`config.mk`:
```
export PLATFORM = sky130hd
export DESIGN_NAME = sig_router_top
export DESIGN_NICKNAME = d
export VERILOG_FILES = /design/src/hdl/bus_pkg.sv /design/src/hdl/route_pkg.sv /design/src/hdl/route_if.sv /design/src/hdl/dac_route.sv /design/src/hdl/scope_route.sv /design/src/hdl/sig_router_top.sv /design/src/hdl/slow_dac_scale.sv /design/src/hdl/sys_regs.sv
export VERILOG_INCLUDE_DIRS = /design/src /design/src/hdl
export SDC_FILE = /design/constraint.sdc
export NUM_CORES = 1
export LEC_CHECK = 0
export ABC_AREA = 1
export BUFFER_PORTS_ARGS = -buffer_cell sky130_fd_sc_hd__clkbuf_2
export CAP_MARGIN = 10
export CORE_MARGIN = 1.5
export CORE_UTILIZATION = 30
export CTS_BUF_LIST = sky130_fd_sc_hd__clkbuf_4 sky130_fd_sc_hd__clkbuf_8 sky130_fd_sc_hd__clkbuf_16
export DETAILED_ROUTE_END_ITERATION = 6
export PLACE_DENSITY_LB_ADDON = 0.1
export SLEW_MARGIN = 20
export SYNTH_ARGS = -nofsm -noshare
export SYNTH_HDL_FRONTEND = slang
export SYNTH_SLANG_ARGS = --single-unit
```
`constraint.sdc`:
```
create_clock -name clk -period 11.3 [get_ports clk]
set_clock_uncertainty 0.05 [all_clocks]
set_input_delay 1.695 -clock clk [delete_from_list [all_inputs] [get_ports clk]]
set_output_delay 1.695 -clock clk [all_outputs]
set_load 0.05 [all_outputs]
```
`src/hdl/sig_config.svh`:
```
`ifndef SIG_CONFIG_SVH
`define SIG_CONFIG_SVH

// ------------------------------
// datapath widths
// ------------------------------
`define SIG_W        14      // fast adc/dac sample
`define SLOW_W       12      // slow dac code
`define BUS_W        32      // system bus word

// ------------------------------
// slow dac scaling
// ------------------------------
`define SLOW_OFFSET  8192    // shifts signed range to 0..16383
`define SLOW_GAIN    156     // 16383*156 >> 10 lands near 2495
`define SLOW_SHIFT   10      // product lsbs dropped
`define MULT_STAGES  4       // offset, partials, sum, output

// ------------------------------
// bus decode
// ------------------------------
`define ADDR_DEC_W   20      // low address bits compared

`endif

```
`src/hdl/bus_pkg.sv`:
```
`include "sig_config.svh"

package bus_pkg;

    typedef logic [`BUS_W-1:0] bus_data_t;   // rdata / wdata word

    // ------------------------------
    // register map
    // ------------------------------
    typedef enum logic [`ADDR_DEC_W-1:0] {
        // switch registers, read/write
        osc_a_sel = 'h00,    // scope channel a source
        osc_b_sel = 'h04,    // scope channel b source
        osc_ctrl  = 'h08,    // [osc2_filt_off, osc1_filt_off]
        trig_sel  = 'h0C,    // trigger source
        out1_sel  = 'h10,    // fast dac 1 source
        out2_sel  = 'h14,    // fast dac 2 source
        slow3_sel = 'h20,    // slow dac 3 source
        slow4_sel = 'h24,    // slow dac 4 source
        // live signals, read only
        in1       = 'h28,    // adc in1, sign extended
        in2       = 'h2C,    // adc in2, sign extended
        out1      = 'h30,    // fast dac 1
        out2      = 'h34,    // fast dac 2
        slow3     = 'h40,    // slow dac 3 code
        slow4     = 'h44,    // slow dac 4 code
        osc_a     = 'h48,    // scope channel a
        osc_b     = 'h4C     // scope channel b
    } reg_addr_e;

    // 0x18, 0x1C, 0x38, 0x3C and 0x50 up are holes now
    // they fall to the default read of zero

endpackage

```
`src/hdl/route_pkg.sv`:
```
`include "sig_config.svh"

package route_pkg;

    // ------------------------------
    // sample and code types
    // ------------------------------
    typedef logic signed [`SIG_W-1:0] sample_t;     // two's complement adc/dac sample
    typedef logic        [`SLOW_W-1:0] slow_code_t; // straight binary slow dac code

    // ------------------------------
    // source selects
    // ------------------------------

    // scope channel mux, unused codes read as zero
    typedef enum logic [4:0] {
        scope_zero = 5'd0,   // grounded
        scope_in1  = 5'd1,   // adc in1
        scope_in2  = 5'd2    // adc in2
    } scope_src_e;

    // fast and slow dac mux
    typedef enum logic [3:0] {
        dac_idle = 4'd0,     // zero on fast, mid-scale on slow
        dac_in1  = 4'd1,     // adc in1
        dac_in2  = 4'd2      // adc in2
    } dac_src_e;

    // trigger source, only the pin is wired
    typedef enum logic [7:0] {
        trig_pin = 8'd0      // external trigger input
    } trig_src_e;

endpackage

```
`src/hdl/route_if.sv`:
```
`timescale 1ns/10ps

// switch settings from the register bank to the routers
interface route_cfg_if;

    route_pkg::scope_src_e osc_a_sel;   // scope a mux
    route_pkg::scope_src_e osc_b_sel;   // scope b mux
    route_pkg::trig_src_e  trig_sel;    // trigger mux
    route_pkg::dac_src_e   out1_sel;    // fast dac 1 mux
    route_pkg::dac_src_e   out2_sel;    // fast dac 2 mux
    route_pkg::dac_src_e   slow3_sel;   // slow dac 3 mux
    route_pkg::dac_src_e   slow4_sel;   // slow dac 4 mux

    modport regs  (output osc_a_sel, osc_b_sel, trig_sel,
                   out1_sel, out2_sel, slow3_sel, slow4_sel);
    modport scope (input osc_a_sel, osc_b_sel, trig_sel);
    modport dac   (input out1_sel, out2_sel, slow3_sel, slow4_sel);

endinterface

// live values back to the register bank for read-back
interface route_mon_if;

    route_pkg::sample_t    in1;         // adc inputs as seen by the router
    route_pkg::sample_t    in2;
    route_pkg::sample_t    osc_a;       // registered scope channels
    route_pkg::sample_t    osc_b;
    route_pkg::sample_t    out1;        // fast dac outputs
    route_pkg::sample_t    out2;
    route_pkg::slow_code_t slow3;       // scaled slow dac codes
    route_pkg::slow_code_t slow4;

    modport scope (output in1, in2, osc_a, osc_b);
    modport dac   (output out1, out2, slow3, slow4);
    modport regs  (input in1, in2, osc_a, osc_b, out1, out2, slow3, slow4);

endinterface

```
`src/hdl/dac_route.sv`:
```
`timescale 1ns/10ps
`include "sig_config.svh"

module dac_route (
    input  logic                  clk,
    input  logic                  rst,
    input  route_pkg::sample_t    i_in1,
    input  route_pkg::sample_t    i_in2,
    output route_pkg::sample_t    o_out1,   // fast, no latency
    output route_pkg::sample_t    o_out2,
    output route_pkg::slow_code_t o_slow3,  // five cycles behind input
    output route_pkg::slow_code_t o_slow4,
    route_cfg_if.dac              cfg,
    route_mon_if.dac              mon
);

    // most negative sample, scales to code 0
    localparam route_pkg::sample_t MID_SCALE = {1'b1, {(`SIG_W-1){1'b0}}};

    route_pkg::sample_t slow3_q;   // registered slow selections
    route_pkg::sample_t slow4_q;

    // shared mux, idle value differs per path
    function automatic route_pkg::sample_t pick(input route_pkg::dac_src_e sel,
                                                input route_pkg::sample_t  a,
                                                input route_pkg::sample_t  b,
                                                input route_pkg::sample_t  idle);
        case (sel)
            route_pkg::dac_in1: return a;
            route_pkg::dac_in2: return b;
            default:            return idle;
        endcase
    endfunction

    // ------------------------------
    // fast dacs
    // ------------------------------
    assign o_out1 = pick(cfg.out1_sel, i_in1, i_in2, '0);
    assign o_out2 = pick(cfg.out2_sel, i_in1, i_in2, '0);

    // ------------------------------
    // slow dacs
    // ------------------------------
    always_ff @(posedge clk or posedge rst) begin
        if (rst) begin
            slow3_q <= MID_SCALE;   // idle level
            slow4_q <= MID_SCALE;
        end else begin
            slow3_q <= pick(cfg.slow3_sel, i_in1, i_in2, MID_SCALE);
            slow4_q <= pick(cfg.slow4_sel, i_in1, i_in2, MID_SCALE);
        end
    end

    slow_dac_scale u_scale3 (.clk(clk), .rst(rst), .i_sample(slow3_q), .o_code(o_slow3));
    slow_dac_scale u_scale4 (.clk(clk), .rst(rst), .i_sample(slow4_q), .o_code(o_slow4));

    assign mon.out1  = o_out1;
    assign mon.out2  = o_out2;
    assign mon.slow3 = o_slow3;
    assign mon.slow4 = o_slow4;

endmodule

```
`src/hdl/scope_route.sv`:
```
`timescale 1ns/10ps

module scope_route (
    input  logic               clk,
    input  logic               rst,
    input  route_pkg::sample_t i_in1,
    input  route_pkg::sample_t i_in2,
    input  logic               i_external_trigger,
    output route_pkg::sample_t o_osc1,
    output route_pkg::sample_t o_osc2,
    output logic               o_trigger,   // one cycle tick per rising edge
    route_cfg_if.scope         cfg,
    route_mon_if.scope         mon
);

    logic trig_q;    // last sampled trigger level
    logic trig_en;   // pin selected as source

    // scope mux, everything past in2 is grounded
    function automatic route_pkg::sample_t pick(input route_pkg::scope_src_e sel,
                                                input route_pkg::sample_t    a,
                                                input route_pkg::sample_t    b);
        case (sel)
            route_pkg::scope_in1: return a;
            route_pkg::scope_in2: return b;
            default:              return '0;
        endcase
    endfunction

    // ------------------------------
    // scope channels
    // ------------------------------
    always_ff @(posedge clk or posedge rst) begin
        if (rst) begin
            o_osc1 <= '0;
            o_osc2 <= '0;
        end else begin
            o_osc1 <= pick(cfg.osc_a_sel, i_in1, i_in2);   // one cycle behind input
            o_osc2 <= pick(cfg.osc_b_sel, i_in1, i_in2);
        end
    end

    // ------------------------------
    // trigger edge
    // ------------------------------
    assign trig_en = (cfg.trig_sel == route_pkg::trig_pin);   // other codes give nothing

    always_ff @(posedge clk or posedge rst) begin
        if (rst) begin
            trig_q    <= 1'b0;
            o_trigger <= 1'b0;
        end else begin
            trig_q    <= i_external_trigger;
            o_trigger <= trig_en & i_external_trigger & ~trig_q;   // low then high
        end
    end

    // read-back taps
    assign mon.in1   = i_in1;
    assign mon.in2   = i_in2;
    assign mon.osc_a = o_osc1;
    assign mon.osc_b = o_osc2;

endmodule

```
`src/hdl/sig_router_top.sv`:
```
`timescale 1ns/10ps

module sig_router_top (
    input  logic                  clk,
    input  logic                  rst,
    // adc side
    input  route_pkg::sample_t    i_in1,
    input  route_pkg::sample_t    i_in2,
    input  logic                  i_external_trigger,
    // dac and scope side
    output route_pkg::sample_t    o_out1,
    output route_pkg::sample_t    o_out2,
    output route_pkg::sample_t    o_osc1,
    output route_pkg::sample_t    o_osc2,
    output logic                  o_trigger,
    output route_pkg::slow_code_t o_slow_out3,
    output route_pkg::slow_code_t o_slow_out4,
    output logic [1:0]            o_osc_ctrl,
    // system bus
    input  logic [31:0]           i_sys_addr,
    input  bus_pkg::bus_data_t    i_sys_wdata,
    input  logic                  i_sys_wen,
    input  logic                  i_sys_ren,
    output bus_pkg::bus_data_t    o_sys_rdata,
    output logic                  o_sys_ack
);

    route_cfg_if cfg_if ();   // switch settings
    route_mon_if mon_if ();   // live values for read-back

    sys_regs u_regs (
        .clk        (clk),
        .rst        (rst),
        .i_addr     (i_sys_addr),
        .i_wdata    (i_sys_wdata),
        .i_wen      (i_sys_wen),
        .i_ren      (i_sys_ren),
        .o_rdata    (o_sys_rdata),
        .o_ack      (o_sys_ack),
        .o_osc_ctrl (o_osc_ctrl),
        .cfg        (cfg_if.regs),
        .mon        (mon_if.regs)
    );

    scope_route u_scope (
        .clk                (clk),
        .rst                (rst),
        .i_in1              (i_in1),
        .i_in2              (i_in2),
        .i_external_trigger (i_external_trigger),
        .o_osc1             (o_osc1),
        .o_osc2             (o_osc2),
        .o_trigger          (o_trigger),
        .cfg                (cfg_if.scope),
        .mon                (mon_if.scope)
    );

    dac_route u_dac (
        .clk     (clk),
        .rst     (rst),
        .i_in1   (i_in1),
        .i_in2   (i_in2),
        .o_out1  (o_out1),
        .o_out2  (o_out2),
        .o_slow3 (o_slow_out3),
        .o_slow4 (o_slow_out4),
        .cfg     (cfg_if.dac),
        .mon     (mon_if.dac)
    );

endmodule

```
`src/hdl/slow_dac_scale.sv`:
```
`timescale 1ns/10ps
`include "sig_config.svh"

module slow_dac_scale (
    input  logic                  clk,
    input  logic                  rst,
    input  route_pkg::sample_t    i_sample,
    output route_pkg::slow_code_t o_code    // MULT_STAGES cycles later
);

    localparam int HALF       = `SIG_W / 2;          // split point of the operand
    localparam int GAIN_W     = 8;                   // 156 fits a byte
    localparam int PP_W       = HALF + GAIN_W;       // partial product width
    localparam int PROD_W     = `SIG_W + GAIN_W;     // full product, 22 bits
    localparam int PROD_DEPTH = `MULT_STAGES - 2;    // sum stage plus trailing delay

    localparam logic [GAIN_W-1:0] GAIN = GAIN_W'(`SLOW_GAIN);

    logic signed [`SIG_W:0]  off_sum;                // one extra bit for the add
    logic [`SIG_W-1:0]       off_q;                  // 0..16383 after offset
    logic [PP_W-1:0]         pp_lo;
    logic [PP_W-1:0]         pp_hi;
    logic [PROD_W-1:0]       prod_q [PROD_DEPTH];

    assign off_sum = (`SIG_W+1)'(i_sample) + (`SIG_W+1)'(`SLOW_OFFSET);

    // ------------------------------
    // offset, partials, sum, delay
    // ------------------------------
    always_ff @(posedge clk or posedge rst) begin
        if (rst) begin
            off_q <= '0;
            pp_lo <= '0;
            pp_hi <= '0;
            for (int i = 0; i < PROD_DEPTH; i++) begin
                prod_q[i] <= '0;
            end
        end else begin
            off_q     <= off_sum[`SIG_W-1:0];                 // never negative here
            pp_lo     <= off_q[HALF-1:0] * GAIN;              // low half times gain
            pp_hi     <= off_q[`SIG_W-1:HALF] * GAIN;         // high half times gain
            prod_q[0] <= (PROD_W'(pp_hi) << HALF) + PROD_W'(pp_lo);
            for (int i = 1; i < PROD_DEPTH; i++) begin
                prod_q[i] <= prod_q[i-1];                     // balance to MULT_STAGES
            end
        end
    end

    // bits 21:10, full range gives 0..2495
    assign o_code = prod_q[PROD_DEPTH-1][`SLOW_SHIFT +: `SLOW_W];

endmodule

```
`src/hdl/sys_regs.sv`:
```
`timescale 1ns/10ps
`include "sig_config.svh"

module sys_regs (
    input  logic                clk,
    input  logic                rst,
    input  logic [31:0]         i_addr,      // only low bits decoded
    input  bus_pkg::bus_data_t  i_wdata,
    input  logic                i_wen,
    input  logic                i_ren,
    output bus_pkg::bus_data_t  o_rdata,
    output logic                o_ack,
    output logic [1:0]          o_osc_ctrl,  // filter bypass bits to the scope
    route_cfg_if.regs           cfg,
    route_mon_if.regs           mon
);

    bus_pkg::reg_addr_e addr_dec;   // decoded register address
    bus_pkg::bus_data_t rd_word;    // read mux, sampled on access
    logic               sys_en;     // any access this cycle

    // sign extend a sample onto the bus
    function automatic bus_pkg::bus_data_t sext(input route_pkg::sample_t v);
        return {{(`BUS_W-`SIG_W){v[`SIG_W-1]}}, v};
    endfunction

    assign addr_dec = bus_pkg::reg_addr_e'(i_addr[`ADDR_DEC_W-1:0]);
    assign sys_en   = i_wen | i_ren;

    // ------------------------------
    // write side
    // ------------------------------
    always_ff @(posedge clk or posedge rst) begin
        if (rst) begin
            cfg.osc_a_sel <= route_pkg::scope_in1;   // scope a shows in1
            cfg.osc_b_sel <= route_pkg::scope_in2;   // scope b shows in2
            o_osc_ctrl    <= 2'd3;                   // both filters off
            cfg.trig_sel  <= route_pkg::trig_pin;
            cfg.out1_sel  <= route_pkg::dac_idle;
            cfg.out2_sel  <= route_pkg::dac_idle;
            cfg.slow3_sel <= route_pkg::dac_idle;
            cfg.slow4_sel <= route_pkg::dac_idle;
        end else if (i_wen) begin
            case (addr_dec)
                bus_pkg::osc_a_sel: cfg.osc_a_sel <= route_pkg::scope_src_e'(i_wdata[4:0]);
                bus_pkg::osc_b_sel: cfg.osc_b_sel <= route_pkg::scope_src_e'(i_wdata[4:0]);
                bus_pkg::osc_ctrl:  o_osc_ctrl    <= i_wdata[1:0];
                bus_pkg::trig_sel:  cfg.trig_sel  <= route_pkg::trig_src_e'(i_wdata[7:0]);
                bus_pkg::out1_sel:  cfg.out1_sel  <= route_pkg::dac_src_e'(i_wdata[3:0]);
                bus_pkg::out2_sel:  cfg.out2_sel  <= route_pkg::dac_src_e'(i_wdata[3:0]);
                bus_pkg::slow3_sel: cfg.slow3_sel <= route_pkg::dac_src_e'(i_wdata[3:0]);
                bus_pkg::slow4_sel: cfg.slow4_sel <= route_pkg::dac_src_e'(i_wdata[3:0]);
                default: ;                           // live and unmapped, writes dropped
            endcase
        end
    end

    // ------------------------------
    // read side
    // ------------------------------
    always_comb begin
        case (addr_dec)
            bus_pkg::osc_a_sel: rd_word = bus_pkg::bus_data_t'(cfg.osc_a_sel);
            bus_pkg::osc_b_sel: rd_word = bus_pkg::bus_data_t'(cfg.osc_b_sel);
            bus_pkg::osc_ctrl:  rd_word = bus_pkg::bus_data_t'(o_osc_ctrl);
            bus_pkg::trig_sel:  rd_word = bus_pkg::bus_data_t'(cfg.trig_sel);
            bus_pkg::out1_sel:  rd_word = bus_pkg::bus_data_t'(cfg.out1_sel);
            bus_pkg::out2_sel:  rd_word = bus_pkg::bus_data_t'(cfg.out2_sel);
            bus_pkg::slow3_sel: rd_word = bus_pkg::bus_data_t'(cfg.slow3_sel);
            bus_pkg::slow4_sel: rd_word = bus_pkg::bus_data_t'(cfg.slow4_sel);
            bus_pkg::in1:       rd_word = sext(mon.in1);
            bus_pkg::in2:       rd_word = sext(mon.in2);
            bus_pkg::out1:      rd_word = sext(mon.out1);
            bus_pkg::out2:      rd_word = sext(mon.out2);
            bus_pkg::slow3:     rd_word = bus_pkg::bus_data_t'(mon.slow3);  // codes zero extend
            bus_pkg::slow4:     rd_word = bus_pkg::bus_data_t'(mon.slow4);
            bus_pkg::osc_a:     rd_word = sext(mon.osc_a);
            bus_pkg::osc_b:     rd_word = sext(mon.osc_b);
            default:            rd_word = '0;        // holes read zero, still acked
        endcase
    end

    // one ack per enable, next cycle
    always_ff @(posedge clk or posedge rst) begin
        if (rst) begin
            o_ack <= 1'b0;
        end else begin
            o_ack <= sys_en;
        end
    end

    always_ff @(posedge clk) begin
        if (sys_en) begin
            o_rdata <= rd_word;                      // held until next access
        end
    end

endmodule

```
==> reports/results.ini <==
[critical_path]
ff2ff_path_depth = 13
critical_path.endpoint_type = primary output
path_max_fanout = 6
arrival_ns = 2.92
crit-reg2reg-launch = u_dac.u_scale3.off_q[11]$_DFF_PP0_
worstSetupPathType = input pin to primary output
r2r_end = u_dac.u_scale3.pp_hi[13]$_DFF_PP0_
cp.required_ns = 9.56
rrSetupSlack_ns = 8.17
critPathLaunchType = input pin

[power]
ir_worst_vdd_mv = 0.1048
p_leak_nw = 8.098
power_density_nw_per_um2 = 123.6

[die]
initial_core_util = 0.3063
dieArea_um2 = 43210
core_um2 = 41110
die_h_um = 207.9
io_pins = 213
fp.dieW_um = 207.9
num_rows = 74

[synthesis]
synth_cell_types = 48
synth_warnings = 0
synthesis.instances = 1387
async_flop_share = 0.9372
ys_seq_area_frac = 0.4494
synth_area_um2 = 12590
ys.flop_type = dfrtp_1
synth_edf_count = 14
synth_nets = 1602
ys_ff_latch = 223
syn_avg_cell_area_um2 = 9.078

[detailed_routing]
wl_um = 41770
wl_per_cell_um = 20.10
drt-pass1-iter-count = 5
drc = 0
drtAntennaViolNets = 0
vias = 10140
first_iter_violations = 729
vias_per_cell = 4.879

[clocking]
cts_root_buf = clkbuf_16
hold_buffers = 0
post_cts.repair.setup_buffers = 0
cts_tree = built
cts_max_level = 1
cts.path.max_buffers = 3
cts.sinks = 223
clkTransAtPathRegs_ns = 0.06
clock_latency_ns = 0.57
cts_made_buffers = 28
cts_resized = 0

[final_layout]
mostFrequentLayoutCell = nand2_1
fin_nets = 1740
most-common-layout-cells = nand2_1, inv_1, dfrtp_1
drive_gt1_frac = 0.1811
diodes = 0
area_growth_syn_to_layout_pct = 16.63
postLayoutCellArea_um2 = 14690

[placed_design]
placed_area_um2 = 13720
portBuffers = 176
hpwl_um = 31320
gp_congestion = 0.8321
dp_slack_ns = 6.738

[worst_hold_path]
hp-class = register to register
min_to = u_dac.u_scale3.o_code[8]$_DFF_PP0_
min_from = u_dac.u_scale3.prod_q[40]$_DFF_PP0_
whs_path_depth = 0

[global_routing]
grt_max_degree = 94
overflow = 0
grt_pass1_wl_um = 62430
antenna_found_initial = 1
grt_pass1_vias = 9844
grt.total_usage = 0.1927

[sta]
hold_viol = 0
fmax_mhz = 214.2
worst_slew_pin_slew_ns = 1.087
rsz0062_at_grt = no
drv_slew = 0
period_share = 0.4132
finalWorstSetupSlack_ns = 6.631
setup_violations = 0
post-route-min-period_ns = 4.669
fin_tns_setup_ns = 0
maxSlewHeadroom = 0.2750

[status]
run_status = finished, final reports clean

[job]
cap_violations = 0

==> kinds of logic (layout without fill, tap and decap cells) <==
group | Yosys count | after routing | share of synthesized area
AND/OR/NAND/NOR | 525 | 525 | 0.1924
AO/OA/AOI/OAI | 180 | 180 | 0.08308
multiplexers | 3 | 3 | 0.003279
XOR/XNOR | 39 | 39 | 0.02713
flip-flops | 223 | 223 | 0.4494
buffers and inverters | 299 | 458 | 0.1060
adder cells (fa/ha/maj) | 118 | 118 | 0.1387
==> area by class of cell <==
class                      count  area (um^2)
sequential                   223         5658
multi-input combinational    865         5603
fill                        4351        26420
inverter                     221        837.1
clock inverter                 8        97.59
tap                          532        665.6
timing repair buffer         186        955.9
clock buffer                  43        868.3
==> cells in the mapped netlist, types with 2 or more instances <==
cell type | number | area (um^2)
a21oi_1 | 30 | 150.1
xor2_1 | 26 | 227.7
o211ai_1 | 3 | 22.52
nand4_1 | 76 | 475.5
o21ai_1 | 43 | 215.2
nand3_2 | 2 | 20.02
mux2_4 | 2 | 30.03
dfstp_2 | 6 | 157.7
inv_1 | 213 | 799.5
nand3_1 | 93 | 465.5
a221oi_1 | 2 | 17.52
buf_2 | 17 | 85.08
a21boi_0 | 2 | 15.01
xnor2_1 | 13 | 113.9
nor2_4 | 6 | 67.56
nand3b_1 | 2 | 15.01
clkinv_1 | 4 | 15.01
o22ai_1 | 74 | 462.9
a211oi_1 | 2 | 15.01
ha_1 | 82 | 1026
fa_1 | 36 | 720.7
nand2_1 | 223 | 837.1
nor2_1 | 99 | 371.6
clkbuf_1 | 10 | 37.54
nor2_2 | 9 | 56.30
inv_2 | 4 | 15.01
buf_4 | 49 | 367.9
edfxtp_1 | 14 | 420.4
o21ai_0 | 14 | 70.07
dfrtp_1 | 203 | 5080
nand2_2 | 8 | 50.05
a21o_1 | 4 | 30.03
==> how the worst max path moves through the flow <==
stage                                  startpoint                           to  slack [ns]  cells past startpoint
2_1_floorplan                                 rst   u_dac.slow3_q[0]$_DFF_PP0_        3.86                      1
4_1_cts                                 i_in1[10]                   o_out1[10]        6.74                      4
5_1_grt        u_regs.cfg.out1_sel[3]$_DFFE_PP0P_                   o_out1[10]        6.61                      4
6_report                                i_in1[10]                   o_out1[10]        6.63                      4
3_5_place_dp                            i_in1[10]                   o_out1[10]        6.74                      4
3_3_place_gp                       i_sys_addr[15]  u_regs.o_rdata[0]$_DFFE_PP_        6.71                     12
==> critical path: stages <==
cell and delay (ns):
clkbuf_2 0.13, inv_1 0.17, o21ai_0 0.54, clkbuf_2 0.38
==> routing by layer <==
metal  global-route usage  wire length (um)  part of all wire
met3              0.04206              2715             0.065
met5                    0                13           0.00031
met4              0.06972              1531             0.037
met2               0.2948             18460              0.44
met1               0.2673             19050              0.46
==> state kept, by name (all words and copies together), names as in the netlist, 8 cells and up <==
register and cells:
u_dac.slow3_q 14, u_dac.slow4_q 14, u_dac.u_scale3.off_q 14, u_dac.u_scale4.off_q 14, u_regs.o_rdata 14, u_scope.mon.osc_a 14
u_scope.mon.osc_b 14, u_dac.u_scale3.pp_hi 13, u_dac.u_scale4.pp_hi 13, u_dac.u_scale3.o_code 12, u_dac.u_scale3.prod_q 12, u_dac.u_scale4.o_code 12
u_dac.u_scale4.prod_q 12, u_regs.cfg.trig_sel 8
==> stage by stage <==
stage                     power [mW]  utilization  instances  hold slack [ns]
after floorplan               0.8740            -       1387           0.2812
after global placement        0.9064       0.3337       2027           0.2814
after detailed placement      0.9066       0.3337       2027           0.2847
after CTS                      1.838       0.3572       2078           0.2810
after global routing           1.876       0.3572       2078           0.2921
final                          1.815       0.3572       2078           0.2849
==> power breakdown <==
part	total (mW)	internal (mW)	leakage, nW	switching [mW]
combinational	0.0810	0.0151	4.56	0.0659
clock	0.924	0.572	0.486	0.351
sequential	0.810	0.809	3.05	0.00159
Power figures use the tool's default switching activity.
